$ cat config.mk
export PLATFORM = sky130hd
export DESIGN_NAME = cache_mem_port_flat
export DESIGN_NICKNAME = d
export VERILOG_FILES = /design/src/hdl/cache_pkg.sv /design/src/hdl/cache_req_if.sv /design/src/hdl/cache_fill_if.sv /design/src/hdl/cache_mem_port.sv /design/src/flat_wrapper.sv
export SDC_FILE = /design/constraint.sdc
export NUM_CORES = 1
export LEC_CHECK = 0
export CORE_AREA = 2 2 492 494
export CTS_CLUSTER_DIAMETER = 40
export DETAILED_ROUTE_END_ITERATION = 16
export DIE_AREA = 0 0 494 496
export DONT_BUFFER_PORTS = 1
export GPL_TIMING_DRIVEN = 0
export PLACE_DENSITY = 0.3
export SYNTH_ARGS = -nofsm -noshare
export SYNTH_HDL_FRONTEND = slang
export SYNTH_SLANG_ARGS = --single-unit
$ cat constraint.sdc
create_clock -name clk -period 5 [get_ports clk]
set_input_delay 1 -clock clk [delete_from_list [all_inputs] [get_ports clk]]
set_output_delay 1 -clock clk [all_outputs]
set_load 0.01 [all_outputs]
$ cat src/hdl/cache_pkg.sv
package cache_pkg;

    // address split: tag | index | byte offset
    typedef logic [19:0]  tag_t;
    typedef logic [6:0]   index_t;
    typedef logic [4:0]   offset_t;
    typedef logic [2:0]   word_sel_t;
    typedef logic [31:0]  word_t;
    typedef logic [255:0] line_t;
    typedef logic [31:0]  line_strb_t;
    typedef logic [0:0]   way_t;
    typedef logic [31:0]  addr_t;

    // words per refill burst
    localparam int LINE_BEATS = 8;

    // transfer type for a whole line, read and write channel alike
    localparam logic [2:0] MEM_TYPE_LINE = 3'b100;

    localparam logic OP_READ  = 1'b0;
    localparam logic OP_WRITE = 1'b1;

    typedef enum logic [2:0] {
        ST_IDLE,
        ST_LOOKUP,
        ST_MISS,
        ST_REPLACE,
        ST_REFILL
    } cache_state_t;

endpackage

$ cat src/hdl/cache_req_if.sv
`timescale 1ns/1ps

// request as latched on the accepting edge
interface cache_req_if import cache_pkg::*; ();
    logic       op;
    tag_t       tag;
    index_t     index;
    word_sel_t  word_sel;
    word_t      wdata;
    line_strb_t line_wstrb;
    line_t      line_wdata;

    modport source (output op, tag, index, word_sel, wdata, line_wstrb, line_wdata);

    modport sink (input op, tag, index, word_sel, wdata, line_wstrb, line_wdata);

endinterface

$ cat src/hdl/cache_fill_if.sv
`timescale 1ns/1ps

// victim writeback and line refill between controller, arrays and memory port
interface cache_fill_if import cache_pkg::*; ();
    logic  idle;
    logic  replace;
    logic  refill;
    tag_t  victim_tag;
    line_t victim_line;
    logic  victim_dirty;
    line_t fill_line;
    logic  fill_done;

    modport ctrl (output idle, replace, refill, input victim_dirty, fill_done);

    modport arrays (input idle, refill, fill_line, fill_done,
                    output victim_tag, victim_line, victim_dirty);

    modport mem (input replace, refill, victim_tag, victim_line,
                 output fill_line, fill_done);

endinterface

$ cat src/hdl/cache_mem_port.sv
`timescale 1ns/1ps

module cache_mem_port import cache_pkg::*; (
    input  logic       clk,
    input  logic       resetn,
    cache_req_if.sink  req,
    cache_fill_if.mem  fill,
    output logic       rd_req,
    output logic [2:0] rd_type,
    output addr_t      rd_addr,
    input  logic       rd_rdy,
    input  logic       ret_valid,
    input  logic       ret_last,
    input  word_t      ret_data,
    output logic       wr_req,
    output logic [2:0] wr_type,
    output addr_t      wr_addr,
    output logic [3:0] wr_wstrb,
    output line_t      wr_data
);
    logic      addr_sent;
    logic      beat_valid;
    word_sel_t beat_cnt;
    word_t     fill_words [LINE_BEATS];

    // read address handshake done once per refill
    always_ff @(posedge clk) begin
        if (!resetn || !fill.refill) begin
            addr_sent <= 1'b0;
        end else if (rd_rdy) begin
            addr_sent <= 1'b1;
        end
    end

    assign rd_req  = fill.refill && !addr_sent;
    assign rd_type = MEM_TYPE_LINE;
    assign rd_addr = {req.tag, req.index, offset_t'(0)};

    assign beat_valid = fill.refill && ret_valid;

    always_ff @(posedge clk) begin
        if (!resetn) begin
            beat_cnt <= '0;
        end else if (beat_valid) begin
            beat_cnt <= ret_last ? '0 : beat_cnt + 1'b1;
        end
    end

    always_ff @(posedge clk) begin
        if (beat_valid) begin
            fill_words[beat_cnt] <= ret_data;
        end
    end

    // last word goes straight into the line so it can be written on fill_done
    always_comb begin
        for (int i = 0; i < LINE_BEATS; i++) begin
            fill.fill_line[i*$bits(word_t) +: $bits(word_t)] =
                (beat_valid && beat_cnt == word_sel_t'(i)) ? ret_data : fill_words[i];
        end
    end

    assign fill.fill_done = beat_valid && ret_last;

    assign wr_req   = fill.replace;
    assign wr_type  = MEM_TYPE_LINE;
    assign wr_addr  = {fill.victim_tag, req.index, offset_t'(0)};
    assign wr_wstrb = 4'b1111;
    assign wr_data  = fill.victim_line;

endmodule

$ cat src/flat_wrapper.sv
// flat-port wrapper written by rule: the top's interface ports become plain ports
module cache_mem_port_flat import cache_pkg::*;
  (clk, resetn, rd_req, rd_type, rd_addr, rd_rdy, ret_valid, ret_last, ret_data, wr_req, wr_type, wr_addr, wr_wstrb, wr_data, req_op, req_tag, req_index, req_word_sel, req_wdata, req_line_wstrb, req_line_wdata, fill_replace, fill_refill, fill_victim_tag, fill_victim_line, fill_fill_line, fill_fill_done);
  cache_req_if req_i ();
  cache_fill_if fill_i ();
  input  logic clk;
  input  logic resetn;
  output logic rd_req;
  output logic [2:0] rd_type;
  output addr_t rd_addr;
  input  logic rd_rdy;
  input  logic ret_valid;
  input  logic ret_last;
  input  word_t ret_data;
  output logic wr_req;
  output logic [2:0] wr_type;
  output addr_t wr_addr;
  output logic [3:0] wr_wstrb;
  output line_t wr_data;
  input wire logic [$bits(req_i.op)-1:0] req_op;
  input wire logic [$bits(req_i.tag)-1:0] req_tag;
  input wire logic [$bits(req_i.index)-1:0] req_index;
  input wire logic [$bits(req_i.word_sel)-1:0] req_word_sel;
  input wire logic [$bits(req_i.wdata)-1:0] req_wdata;
  input wire logic [$bits(req_i.line_wstrb)-1:0] req_line_wstrb;
  input wire logic [$bits(req_i.line_wdata)-1:0] req_line_wdata;
  input wire logic [$bits(fill_i.replace)-1:0] fill_replace;
  input wire logic [$bits(fill_i.refill)-1:0] fill_refill;
  input wire logic [$bits(fill_i.victim_tag)-1:0] fill_victim_tag;
  input wire logic [$bits(fill_i.victim_line)-1:0] fill_victim_line;
  output wire logic [$bits(fill_i.fill_line)-1:0] fill_fill_line;
  output wire logic [$bits(fill_i.fill_done)-1:0] fill_fill_done;
  assign req_i.op = req_op;
  assign req_i.tag = req_tag;
  assign req_i.index = req_index;
  assign req_i.word_sel = req_word_sel;
  assign req_i.wdata = req_wdata;
  assign req_i.line_wstrb = req_line_wstrb;
  assign req_i.line_wdata = req_line_wdata;
  assign fill_i.replace = fill_replace;
  assign fill_i.refill = fill_refill;
  assign fill_i.victim_tag = fill_victim_tag;
  assign fill_i.victim_line = fill_victim_line;
  assign fill_fill_line = fill_i.fill_line;
  assign fill_fill_done = fill_i.fill_done;
  cache_mem_port u_core (.clk(clk), .resetn(resetn), .req(req_i), .fill(fill_i), .rd_req(rd_req), .rd_type(rd_type), .rd_addr(rd_addr), .rd_rdy(rd_rdy), .ret_valid(ret_valid), .ret_last(ret_last), .ret_data(ret_data), .wr_req(wr_req), .wr_type(wr_type), .wr_addr(wr_addr), .wr_wstrb(wr_wstrb), .wr_data(wr_data));
endmodule
==> results.txt, run 1 <==
The flow ran to the end, and the final reports show no timing, DRC or antenna violations. For this block, the initial DRC count from the detailed router was 396. In the final layout, the multi-input gates occupy 0.00346 mm2. The sequential cells in the finished layout cover a total of 0.00777 mm2.

The path with the worst hold slack has its endpoint at u_core.fill_words[3][7]. The clock sink count came out at 260. The number of setup buffers added after CTS is 0.

The total of warnings raised by yosys came out at 0. In this run the worst path has a maximum fanout of 10. The most used cell along the critical path is sky130_fd_sc_hd__ha_1. Power spread over the standard cell area amounts to 307 mW/mm2.

The clock reaches the later pin of the worst-skew pair after 0.62 ns. The tools report the part of the power in registers as 39.7%. The tools report the share of total power in combinational logic as 8.7%. After synthesis, the largest area contributor takes up 55.8% of total cell area. The clock arrives with 0.0293 ns of skew.

By startpoint and endpoint, the worst setup path is classified as reg -> out. In the final layout, the share of cells above drive strength 1 is 69.0%. The tools report the internal power as 4520 uW. The tree is rooted in a sky130_fd_sc_hd__clkbuf_16. The largest individual stage delay along the critical path comes from the cell sky130_fd_sc_hd__nand3_1.

The part of the power in the clock network was 51.5%. The initial utilization of the core area, before any placement, comes to 5.75%. The most instantiated flip-flop cell in the synthesis netlist was sky130_fd_sc_hd__edfxtp_1. The number of maximum-capacitance violations was 0; the total setup violations reported at the end of the flow was 0. The number of distinct library cells after synthesis is 27.

The run gives 27700 as the count of filler cells inserted in the layout. The first global-routing pass estimated 119000 um of wire. The arrival time reported for the critical path endpoint is 3.29 ns, and the flip-flop and latch count after synthesis is 260. Counting every instance in the synthesized netlist gives 920.

The count of nets left with antenna violations once routing finished came out at 0. For this design the static power due to leakage is 0.00641 uW. For this run the aggregate overflow at the end of global routing stands at 0. VDD sags by at most 0.000267 V. The run gives 0 as the number of failing hold endpoints at the final stage. For the via count of the first global-routing pass, the log shows 7827. The fraction of synthesis flops using an asynchronous set or reset pin works out to 0%.

The number of cell instances on the worst register-to-register path came out at 5. The critical path goes through ha_1, ha_1, nand3_1, buf_2, mux2_2. In this run the register-to-register setup slack is 2.34 ns.

The number of search-and-repair iterations in the first detailed-routing pass came out at 4. Capturing element type of the critical path: a primary output. The number of buffers on the longest clock path was 3; the number of cells after detailed placement was 4151. At the worst endpoint, the required time is 4.00 ns. The post-synthesis area per instance came out at 15.0 um2. From synthesis to final layout, the design area changed by 44.0%. The final layout contains 1686 nets.

Kind of start point of the critical path: a flip-flop. The DRC violation count after routing was 0; the number of top-level pins was 1255. The routed layout has 7928 vias. The worst register-to-register path begins at u_core.beat_cnt[1].

The logs give 0.0198 mm2 for the area of all placed cells without fillers and 18 for the pin count of the biggest net entering global routing. Sorting the synthesized cells by area gives the leading types as sky130_fd_sc_hd__edfxtp_1, sky130_fd_sc_hd__buf_4, sky130_fd_sc_hd__mux2_2. The average wire per cell in the routed design came out at 24.2 um. Type of the worst min-delay path: in -> reg. The tools report the startpoint of the tightest hold check path as ret_data[7]. Half-perimeter wire length after detailed placement: 89800 um. The cell type with the highest aggregate area in the netlist is sky130_fd_sc_hd__edfxtp_1.

After detailed placement, the total cell area comes to 0.0183 mm2. The CTS H-tree depth is 2, and the number of enable-type register cells in the synthesized netlist is 256. The number of vias per cell was 1.87; the post-cts gate resize count was 0. The maximum single-stage delay on the critical path is 0.69 ns. Clock tree synthesis inserted a total of 46 buffers.

The number of cells on the worst hold path was 0. In this run the critical register-to-register path is captured at u_core.fill_words[2][22]. At the pin with the least slew margin, the transition time is 0.967 ns. The tools report the net switching power of the design as 1570 uW.

Net switching is 25.8% of the power. The worst path uses 85.9% of the clock period. TritonCTS built the clock tree. Setup repair after global routing left no endpoint under its margin. The worst hold margin was 0.472 ns. The number of cell rows came out at 180.

From bottom edge to top edge, the die measures 496 um. Leaving out filler cells and counting taps, the final layout contains 4250. Buffers placed on the I/O ports in this run total 0. The tools report the number of max-slew violations in the final report as 0. In this run the standard cell core region covers 0.240 mm2. The cell area that synthesis handed to floorplanning was 0.0138 mm2. Clock-pin slew was measured on the worst setup and hold paths at 0.06 ns. In this run the tightest slew margin relative to its limit is 35.4%. The minimum clock period after layout is 4.29 ns, and the total of hold buffers inserted after clock tree synthesis is 0.

At the end of routability-driven placement, the weighted congestion stood at 0.716. Global-route usage over all layers: 7.90%. The routed design has 103000 um of wire. The overall die width is 494 um, and the maximum operating frequency is 0.233 GHz. The total die area came out at 0.245 mm2. The initial antenna violation count was 42; the sequential share of the synthesized area was 56.4%.
==> power groups by stage <==
stage / clock [uW] / sequential [uW] / combinational, uW
after floorplan: 0 / 2460 / 360
after global placement: 0 / 2470 / 567
after detailed placement: 0 / 2460 / 571
after CTS: 3300 / 2420 / 572
after global routing: 3360 / 2420 / 561
final: 3140 / 2420 / 530
==> sequential cells by signal, indices dropped and copies added, names as in the netlist <==
register           cells
u_core.fill_words    256
u_core.addr_sent       1
u_core.beat_cnt        3
==> layout by cell type, fill, tap and decap left out, drive strengths merged, types with 2 or more instances in the layout <==
cell type,count
nand3,3
nor4bb,2
nor2,3
inv,16
clkinvlp,5
buf,388
nand2b,2
dfxtp,4
o21a,3
edfxtp,256
diode,15
bufinv,3
nor3,4
nand4b,3
mux2,256
nand2,2
clkbuf,48
clkinv,15
ha,6
nand4,3
a21boi,3
conb,20
==> critical path: cells and delay by family, from the launching register on <==
family | cells | cell delay, ns
adders and majority gates | 2 | 0.40
buffers and inverters | 1 | 0.53
DFF | 1 | 0.60
muxes | 1 | 0.44
and+or+nand+nor | 1 | 0.69
==> routing by layer <==
layer  global-route usage, %  wire length, um  vias to the layer above
li1                        -                -                     3228
met3                    3.29            10000                      125
met5                       0              237                        -
met4                    1.43             2120                       30
met1                    6.97            31000                     3923
met2                    16.3            59400                      622
==> metrics by stage <==
step | power (uW) | worst slack [ns] | TNS (ns) | utilization (%)
final | 6090 | 0.707 | 0 | 8.28
after global routing | 6340 | 0.328 | 0 | 8.26
after CTS | 6290 | 0.248 | 0 | 8.26
after detailed placement | 3030 | 0.689 | 0 | 7.63
after global placement | 3030 | -3.79 | -641.08 | 7.44
after floorplan | 2820 | 0.829 | 0 | -
==> logic make-up (layout without fill, tap and decap cells) <==
logic type / count (synthesis) / after routing / synth area share [%]
and+or+nand+nor: 26 / 26 / 1.50
adders and majority gates: 6 / 6 / 0.545
buffers and inverters: 363 / 475 / 19.4
AOI/OAI and AO/OA: 7 / 7 / 0.399
DFF: 260 / 260 / 56.4
muxes: 256 / 256 / 21.7
other: 2 / 35 / 0.0545
==> worst max-delay path by stage <==
stage | start | endpoint | slack [ns] | cells after the start
global placement | fill_refill | u_core.fill_words[5][29] | -3.79 | 4
CTS | u_core.beat_cnt[1] | fill_fill_line[247] | 0.25 | 5
global route | u_core.beat_cnt[0] | fill_fill_line[247] | 0.33 | 5
floorplan | fill_refill | u_core.fill_words[4][0] | 0.83 | 4
finish | u_core.beat_cnt[1] | fill_fill_line[247] | 0.71 | 5
detailed placement | fill_refill | fill_fill_line[247] | 0.69 | 4
==> Yosys cell counts (3+ instances only) <==
library cell and number:
sky130_fd_sc_hd__mux2_1 7, sky130_fd_sc_hd__nand3_1 3, sky130_fd_sc_hd__a21boi_0 3, sky130_fd_sc_hd__buf_6 4, sky130_fd_sc_hd__dfxtp_1 4, sky130_fd_sc_hd__nand4_2 3
sky130_fd_sc_hd__nor3_1 4, sky130_fd_sc_hd__o21a_1 3, sky130_fd_sc_hd__buf_2 22, sky130_fd_sc_hd__inv_1 3, sky130_fd_sc_hd__nor2_1 3, sky130_fd_sc_hd__mux2_4 30
sky130_fd_sc_hd__ha_1 6, sky130_fd_sc_hd__buf_4 334, sky130_fd_sc_hd__mux2_2 219, sky130_fd_sc_hd__edfxtp_1 256
==> layout make-up <==
type | count | share of cell area [%]
clock inverters | 36 | 1.80
flip-flops and latches | 260 | 39.1
diodes | 15 | 0.189
inverters | 3 | 0.0568
clock buffers | 48 | 5.84
repair buffers | 28 | 2.01
well taps | 3185 | 20.1
plain buffers | 360 | 13.4
multi-input cells | 315 | 17.5
(Power assumes the default switching activity.)
==> run 2, diff against run 1 <==
--- a/config.mk
+++ b/config.mk
@@ -5,10 +5,10 @@
 export SDC_FILE = /design/constraint.sdc
 export NUM_CORES = 1
 export LEC_CHECK = 0
-export CORE_AREA = 2 2 492 494
+export CORE_AREA = 2 2 485 487
 export CTS_CLUSTER_DIAMETER = 40
 export DETAILED_ROUTE_END_ITERATION = 16
-export DIE_AREA = 0 0 494 496
+export DIE_AREA = 0 0 487 489
 export DONT_BUFFER_PORTS = 1
 export GPL_TIMING_DRIVEN = 0
 export PLACE_DENSITY = 0.3
==> run 2 against run 1 <==
  * Global-route usage is essentially flat
  * First-iteration DRC count increased by 0.51%
  * Setup slack improved by 0.34 ns
  * Critical path depth unchanged
  * Clock skew rose by 0.0022 ns
  * Die area fell by 2.8%
  * Combinational power grew 2%
  * Clock power rose by 13%
  * Via count is 0.87% lower
  * Count of clock-buffer cells in the layout is 5 higher
  * Routed wire length fell by 3.6%
  * Utilization grew 0.24 points
  * Critical path type unchanged
==> results.txt, run 2 (synthesized netlist as in run 1, its figures left out) <==
Most used cell along the critical path: sky130_fd_sc_hd__ha_1 (unchanged). Maximum operating frequency: 0.253 GHz (was 0.233 GHz). The library cell contributing the largest single delay on the critical path was sky130_fd_sc_hd__buf_2 (was sky130_fd_sc_hd__nand3_1). The global-route usage over all layers came out at 7.86% (was 7.90%). Startpoint of the tightest hold check path: ret_data[22] (was ret_data[7]).

The clock sink count was 260 (unchanged); the floorplan core area was 0.234 mm2 (was 0.240 mm2). Total setup violations reported at the end of the flow: 0 (unchanged). Startpoint of the worst register-to-register path: u_core.beat_cnt[1] (unchanged). The average wire per cell in the routed design was 24.0 um (was 24.2 um). The arrival time reported for the critical path endpoint came out at 2.95 ns (was 3.29 ns). The hold-critical path endpoint is u_core.fill_words[2][22] (was u_core.fill_words[3][7]). Startpoint of the worst setup timing path: u_core.beat_cnt[0] (was u_core.beat_cnt[1]).

The measured slew at the worst slew-check pin was 0.820 ns (was 0.967 ns). The number of buffers added for setup after CTS was 0 (unchanged). Capturing element type of the critical path: a primary output (unchanged). The minimum clock period after layout works out to 3.95 ns (was 4.29 ns).

Number of flip-flops in the largest register: 256 (unchanged). The via count of the first global-routing pass came out at 7932 (was 7827). The tools report the DRC violation count after routing as 0 (unchanged).

The chip height is 489 um (was 496 um), and the setup slack at placement is 1.12 ns (was 0.689 ns). The number of cell instances on the worst register-to-register path is 4 (was 5). The post-route total power is 6500 uW (was 6090 uW), and the number of cell rows is 178 (was 180). For the number of top-level pins, the log shows 1255 (unchanged). The first-iteration detailed-routing DRC count is 398 (was 396). Overall die width: 487 um (was 494 um).

The tools report the number of maximum-capacitance violations as 0 (unchanged). For the half-perimeter wire length after detailed placement, the log shows 86900 um (was 89800 um). TritonCTS built the clock tree. The number of cells on the worst hold path was 0 (unchanged); the starting density of the core was 5.90% (was 5.75%). The number of max-slew violations in the final report came out at 0 (unchanged). Kind of cell with the highest combined delay on the critical path: buffers and inverters (was simple AND/OR/NAND/NOR gates).

The final setup skew came out at 0.0315 ns (was 0.0293 ns). The run gives 30 (was 42) as the initial antenna violation count. The run gives 0.000206 V (was 0.000267 V) as the largest vdd supply drop. The run finished with clean final reports. The logs give 0.752 (was 0.716) for the placer's final routability congestion estimate and 1.05 ns (was 0.707 ns) for the least setup slack across all paths after layout.

The signed area change from the synthesized netlist to the final layout is 44.5% (was 44.0%). The most frequent standard cell in the layout excluding fill and tap cells was sky130_fd_sc_hd__buf_4 (unchanged). The tools report the worst setup slack for register-to-register paths as 2.75 ns (was 2.34 ns). The type of the worst min-delay path was in -> reg (unchanged).

The share of layout cells above drive strength 1 was 69.4% (was 69.0%); the number of search-and-repair iterations in the first detailed-routing pass was 5 (was 4). Cells along the critical path: ha_1, ha_1, nand3_1, buf_2, mux2_2 (unchanged). The normalized max-slew margin is 45.0% (was 35.4%), and the total CTS buffers is 48 (was 46). For the pin count of the biggest net entering global routing, the log shows 17 (was 18). The number of non-filler instances in the completed layout is 4128 (was 4250), and the wire length of the first global-routing pass is 116000 um (was 119000 um). The number of buffers on the longest clock path was 3 (unchanged); the number of vias per cell was 1.90 (was 1.87). The number of failing hold endpoints at the final stage is 0 (unchanged), and the post-cts gate resize count is 0 (unchanged). Largest registers in the final layout: u_core.fill_words: 256 flops, u_core.beat_cnt: 3 flops, u_core.addr_sent: 1 flops (unchanged).

The final worst-path cycle share is 79.1% (was 85.9%). The tools report the cell at the root of the clock tree as sky130_fd_sc_hd__clkbuf_16 (unchanged). The path type of the worst setup path was reg -> out (unchanged). The static leakage came out at 0.00653 uW (was 0.00641 uW). The maximum single-stage delay on the critical path is 0.51 ns (was 0.69 ns), and the CTS H-tree depth is 2 (unchanged).

The tools report the kind of start point of the critical path as a flip-flop (unchanged). Setup repair after global routing left no endpoint under its margin. The clock transition at the registers of the reported paths was 0.06 ns (about the same); the number of buffers and inverters on the critical path was 1 (unchanged). For the required time of the critical path, the log shows 4.00 ns (about the same). The global-route congestion overflow total was 0 (unchanged).

The total of hold buffers inserted after clock tree synthesis was 0 (unchanged). Most used cells in the layout excluding fill and tap cells: sky130_fd_sc_hd__buf_4, sky130_fd_sc_hd__edfxtp_1, sky130_fd_sc_hd__mux2_2, sky130_fd_sc_hd__clkbuf_16, sky130_fd_sc_hd__mux2_4 (unchanged). The register with the highest flop count is u_core.fill_words (unchanged). Total power divided by cell area: 327 mW/mm2 (was 307 mW/mm2). The tools report the number of cells after detailed placement as 4027 (was 4151). The critical-path maximum fanout was 10 (unchanged); the vias after detailed routing was 7859 (was 7928). The run gives 0.238 mm2 (was 0.245 mm2) as the total die area. The worst-skew pair later-pin latency is 0.63 ns (was 0.62 ns). The endpoint of the lowest-slack register-to-register path was u_core.fill_words[2][29] (was u_core.fill_words[2][22]).

For the layout net count, the log shows 1689 (was 1686). The total length of routed wires came out at 99100 um (was 103000 um). Number of input and output port buffers inserted: 0 (unchanged). The remaining antenna violation count is 0 (unchanged).
[run 2: cell count changes in the layout (fill, tap and decap cells not counted), sizes merged]
cell / previous run / this run
clkinvlp: 5 / 2
diode: 15 / 11
bufinv: 3 / 8
buf: 388 / 389
inv: 16 / 15
clkbuf: 48 / 53
[run 2: worst max-delay path by stage]
stage | to | cells past startpoint
2_1_floorplan | u_core.fill_words[4][0] | 4
3_3_place_gp | u_core.fill_words[4][29] | 4
5_1_grt | fill_fill_line[244] | 5
3_5_place_dp | fill_fill_line[244] | 4
4_1_cts | fill_fill_line[244] | 5
6_report | fill_fill_line[244] | 5
[run 2: per-layer routing]
| metal | global-route usage (%) | vias up | routed length (um) |
|---|---|---|---|
| li1 | - | 3238 | - |
| met1 | 6.47 | 3892 | 28700 |
| met2 | 16.2 | 607 | 57500 |
| met3 | 3.58 | 104 | 10100 |
| met4 | 2.33 | 18 | 2750 |
| met5 | 0 | - | 125 |
[run 2: area by class of cell]
cell class              count  area (um2)
well taps                3060        3830
fillers                 26800      214000
plain buffers             360        2660
repair buffers             29         424
flip-flops and latches    260        7770
inverters                   3        11.3
clock inverters            37         507
multi-input cells         315        3460
clock buffers              53        1220
diodes                     11        27.5
[run 2: worst reg2reg max path, delay by kind of cell, from the launching register on]
kind	cells	cell delay, ns
and+or+nand+nor	2	0.97
DFF	1	0.58
buffers and inverters	2	0.43
[run 2: power by group]
| part | leakage [uW] | internal [uW] | switching [uW] |
|---|---|---|---|
| combinational | 0.00335 | 224 | 319 |
| sequential | 0.00235 | 2410 | 5.03 |
| clock | 0.000837 | 2230 | 1320 |
| total | 0.00653 | 4860 | 1640 |
[run 2: per-stage QoR]
step | util (%) | hold WS, ns | instance area (um2) | TNS [ns]
after floorplan | - | 0.472 | 13900 | 0
after global placement | 7.57 | 0.482 | 17700 | -638.14
after detailed placement | 7.77 | 0.490 | 18200 | 0
after CTS | 8.51 | 0.389 | 19900 | 0
after global routing | 8.51 | 0.403 | 19900 | 0
final | 8.52 | 0.465 | 19900 | 0
==> run 3, diff against run 2 <==
--- a/config.mk
+++ b/config.mk
@@ -5,10 +5,11 @@
 export SDC_FILE = /design/constraint.sdc
 export NUM_CORES = 1
 export LEC_CHECK = 0
-export CORE_AREA = 2 2 485 487
+export ABC_AREA = 1
+export CORE_AREA = 2 2 490 492
 export CTS_CLUSTER_DIAMETER = 40
 export DETAILED_ROUTE_END_ITERATION = 16
-export DIE_AREA = 0 0 487 489
+export DIE_AREA = 0 0 492 494
 export DONT_BUFFER_PORTS = 1
 export GPL_TIMING_DRIVEN = 0
 export PLACE_DENSITY = 0.3
==> constraint.sdc (replaced) <==
create_clock -name clk -period 3.25 [get_ports clk]
set_input_delay 0.65 -clock clk [delete_from_list [all_inputs] [get_ports clk]]
set_output_delay 0.65 -clock clk [all_outputs]
set_load 0.01 [all_outputs]
==> run 3 against run 2 <==
  * Clock skew up 0.0083 ns
  * Global-route usage up 3.5 points
  * Critical path depth up 2
  * Cell area up 4.2%
  * Routed wire length up 46%
  * Final cell count up 17%
  * Worst hold slack worse by 0.36 ns
  * Sequential share of layout area down 1.6 points
  * Combinational power up 140%
  * Clock power up 56%
  * Total power up 63%
  * Via count up 39%
  * Critical endpoint is now fill_fill_line[107]
  * Largest cell class unchanged
==> results.txt, run 3 <==
The total die area came out at 0.243 mm2 (was 0.238 mm2). The share of synthesized area spent on multiplexers was 0% (was 21.7%); the post-synthesis compound-gate area fraction was 2.31% (was 0.399%). Kind of start point of the critical path: a flip-flop (unchanged).

The starting density of the core is 5.94% (was 5.90%). The average wire per cell in the routed design was 29.9 um (was 24.0 um); the arithmetic-cell share of the synthesized area counting full adders, half adders and majority gates was 0.532% (was 0.545%). The area of all placed cells without fillers is 0.0207 mm2 (was 0.0199 mm2). Capturing element type of the critical path: a primary output (unchanged). The placer's final routability congestion estimate is 0.829 (was 0.752). The type of the worst min-delay path was in -> reg (unchanged). The tools report the number of max-slew violations in the final report as 0 (unchanged). For the layout net count, the log shows 2296 (was 1689). The clock transition at the registers of the reported paths is 0.06 ns (about the same), and the number of cells on the worst hold path is 0 (unchanged). The initial antenna violation count was 38 (was 30); the post-synth design cell area was 0.0141 mm2 (was 0.0138 mm2). The final worst-path cycle share was 94.9%. Flip-flop and latch count after synthesis: 260 (unchanged). Cells along the critical path: buf_2, inv_1, ha_1, inv_1, buf_4, o21ai_0, nand2_2 (was ha_1, ha_1, nand3_1, buf_2, mux2_2). The most frequently used cell type in the post-synthesis netlist is sky130_fd_sc_hd__nand2_1 (was sky130_fd_sc_hd__buf_4). The proportion of netlist area held by the largest area contributor came out at 54.5% (was 55.8%).

The run gives 179 (was 178) as the number of cell rows. Setup repair after global routing could not meet its margin everywhere. The global-route congestion overflow total is 0 (unchanged), and the static leakage is 0.00757 uW (was 0.00653 uW).

The run finished with clean final reports. The register with the highest flop count is u_core.fill_words (unchanged). The run gives 1531 (was 920) as the cell count after synthesis. The tools report the first-iteration detailed-routing DRC count as 718 (was 398). TritonCTS built the clock tree. Largest registers in the final layout: u_core.fill_words: 256 flops, u_core.beat_cnt: 3 flops, u_core.addr_sent: 1 flops (unchanged). Combinational family with the most area after synthesis: buffers and inverters (was multiplexers). The routed design could run at a clock period as short as 3.08 ns.

The post-synthesis area per instance works out to 9.21 um2 (was 15.0 um2). The logs give 0.324 GHz for the maximum operating frequency and 0 (unchanged) for the total of hold buffers inserted after clock tree synthesis. The logs give 0.0398 ns (was 0.0315 ns) for the final setup skew and 43.9% (was 45.0%) for the normalized max-slew margin. The xor/xnor cell area share of the yosys netlist came out at 0% (unchanged). For the CTS H-tree depth, the log shows 2 (unchanged). The number of flip-flops in the largest register is 256 (unchanged), and the signed area change from the synthesized netlist to the final layout is 47.1% (was 44.5%).

The run gives 0 (unchanged) as the remaining antenna violation count. The total setup violations reported at the end of the flow was 0 (unchanged); the number of buffers on the longest clock path was 3 (unchanged). The most used cell along the critical path is sky130_fd_sc_hd__inv_1 (was sky130_fd_sc_hd__ha_1). The floorplan core area was 0.237 mm2 (was 0.234 mm2). The number of vias per cell was 2.25 (was 1.90); the total CTS buffers was 48 (unchanged). The run gives 2.60 ns (was 4.00 ns) as the required time of the critical path. The half-perimeter wire length after detailed placement is 128000 um (was 86900 um).

The critical-path maximum fanout came out at 10 (unchanged). The pin count of the biggest net entering global routing is 19 (was 17). Sequential share of the synthesized area: 55.1% (was 56.4%). The logs give 10600 uW (was 6500 uW) for the post-route total power and 0 (unchanged) for the total of warnings raised by yosys. Chip height: 494 um (was 489 um). Most frequent standard cell in the layout excluding fill and tap cells: sky130_fd_sc_hd__nand2_1 (was sky130_fd_sc_hd__buf_4). Via count of the first global-routing pass: 10700 (was 7932). The tools report the number of maximum-capacitance violations as 0 (unchanged).

Top post-synthesis cells by area: sky130_fd_sc_hd__edfxtp_1, sky130_fd_sc_hd__buf_4, sky130_fd_sc_hd__nand2_1 (was sky130_fd_sc_hd__edfxtp_1, sky130_fd_sc_hd__buf_4, sky130_fd_sc_hd__mux2_2). The tools report the number of distinct library cells after synthesis as 16 (was 27). Cell type with the highest aggregate area in the netlist: sky130_fd_sc_hd__edfxtp_1 (unchanged). The tools report the setup total negative slack as 0 ns (unchanged).

The number of cell instances on the worst register-to-register path works out to 6 (was 4). The DRC violation count after routing was 0 (unchanged); the total length of routed wires was 145000 um (was 99100 um). The fraction of synthesis flops using an asynchronous set or reset pin is 0% (unchanged), and the placed standard-cell area is 0.0185 mm2 (was 0.0182 mm2). The wire length of the first global-routing pass came out at 168000 um (was 116000 um).

The arrival time reported for the critical path endpoint was 2.43 ns (was 2.95 ns); the largest vdd supply drop was 0.000402 V (was 0.000206 V). The simple-gate share of the synthesized area came out at 20.9% (was 1.50%). The overall die width came out at 492 um (was 487 um).

Vias after detailed routing: 10900 (was 7859). Most used cells in the layout excluding fill and tap cells: sky130_fd_sc_hd__nand2_1, sky130_fd_sc_hd__buf_4, sky130_fd_sc_hd__edfxtp_1, sky130_fd_sc_hd__nand3_1, sky130_fd_sc_hd__o21ai_0 (was sky130_fd_sc_hd__buf_4, sky130_fd_sc_hd__edfxtp_1, sky130_fd_sc_hd__mux2_2, sky130_fd_sc_hd__clkbuf_16, sky130_fd_sc_hd__mux2_4). The total power divided by cell area works out to 510 mW/mm2 (was 327 mW/mm2). The measured slew at the worst slew-check pin is 0.842 ns (was 0.820 ns). The path type of the worst setup path was reg -> out (unchanged).

The library cell contributing the largest single delay on the critical path was sky130_fd_sc_hd__dfxtp_1 (was sky130_fd_sc_hd__buf_2). The number of input and output port buffers inserted was 0 (unchanged); the worst-skew pair later-pin latency was 0.62 ns (was 0.63 ns). Most common library cells after synthesis: sky130_fd_sc_hd__nand2_1, sky130_fd_sc_hd__buf_4, sky130_fd_sc_hd__edfxtp_1, sky130_fd_sc_hd__nand3_1, sky130_fd_sc_hd__o21ai_0 (was sky130_fd_sc_hd__buf_4, sky130_fd_sc_hd__edfxtp_1, sky130_fd_sc_hd__mux2_2, sky130_fd_sc_hd__mux2_4, sky130_fd_sc_hd__buf_2). The number of search-and-repair iterations in the first detailed-routing pass was 5 (unchanged). The number of top-level pins is 1255 (unchanged). The number of failing hold endpoints at the final stage is 0 (unchanged). The number of enable-type register cells in the synthesized netlist was 256 (unchanged); the maximum single-stage delay on the critical path was 0.33 ns (was 0.51 ns). Share of layout cells above drive strength 1: 33.3% (was 69.4%).

The global-route usage over all layers came out at 11.4% (was 7.86%). The most instantiated flip-flop cell in the synthesis netlist was sky130_fd_sc_hd__edfxtp_1 (unchanged). The cell at the root of the clock tree is sky130_fd_sc_hd__clkbuf_16 (unchanged). Clock sink count: 260 (unchanged).
run 3: report_power, final:
group | leakage (uW) | internal (uW) | total [uW] | switching, uW
Sequential | 0.00235 | 3740 | 3750 | 11.2
Combinational | 0.00440 | 369 | 1300 | 935
Clock | 0.000833 | 3480 | 5520 | 2050
Total | 0.00757 | 7580 | 10600 | 2990
run 3: metal layers:
| layer | global-route usage, % | share of wire, % | wire (um) |
|---|---|---|---|
| met1 | 10.6 | 32 | 46000 |
| met2 | 23.4 | 58 | 83300 |
| met4 | 2.23 | 2.1 | 3040 |
| met5 | 0 | 0.12 | 167 |
| met3 | 3.89 | 8.5 | 12300 |
run 3: repair_timing:
| action | 4_1_cts | 5_1_grt |
|---|---|---|
| buffers inserted | 12 | 2 |
| gates resized for setup | 95 | 19 |
| pin swaps | 6 | 1 |
| setup endpoints to repair | 254 | 79 |
run 3: path summary, 6_finish.rpt:
check	endpoint	slack, ns	start
worst max-delay path	fill_fill_line[107]	0.17	u_core.beat_cnt[2]
worst min-delay path	u_core.fill_words[1][15]	0.10	ret_data[15]
worst max register to register	u_core.fill_words[3][4]	1.15	u_core.beat_cnt[2]
worst min register to register	u_core.addr_sent	0.47	u_core.addr_sent
run 3: cell type report:
type	count	area (um2)
inverters	15	60.1
plain buffers	426	3030
flip-flops and latches	260	7770
repair buffers	29	495
well taps	3167	3960
fillers	27600	217000
clock buffers	51	1210
clock inverters	38	522
diodes	20	50.0
multi-input cells	844	3640
run 3: logic make-up after synthesis:
kind of cell / count (synthesis)
AO/OA/AOI/OAI: 65
flip-flops: 260
buffers and inverters: 445
adder cells (fa/ha/maj): 6
other: 2
AND/OR/NAND/NOR: 753
run 3: stage by stage:
| stage | worst slack, ns | cells | hold WS (ns) | utilization, % |
|---|---|---|---|---|
| 2_1_floorplan | 0.371 | 1549 | 0.439 | - |
| 3_3_place_gp | -2.40 | 4716 | 0.455 | 7.64 |
| 3_5_place_dp | -1.04 | 4731 | 0.462 | 7.81 |
| 4_1_cts | -0.00181 | 4829 | 0.0174 | 8.70 |
| 5_1_grt | -0.0260 | 4831 | 0.0427 | 8.72 |
| 6_report | 0.166 | 4850 | 0.101 | 8.74 |
run 3: critical path, delay by kind of cell, from the launching register on:
| kind | cells | cell delay (ns) |
|---|---|---|
| fa+ha+maj | 1 | 0.22 |
| buf+inv | 4 | 0.88 |
| simple gates | 1 | 0.21 |
| compound gates | 1 | 0.15 |
| flops | 1 | 0.33 |
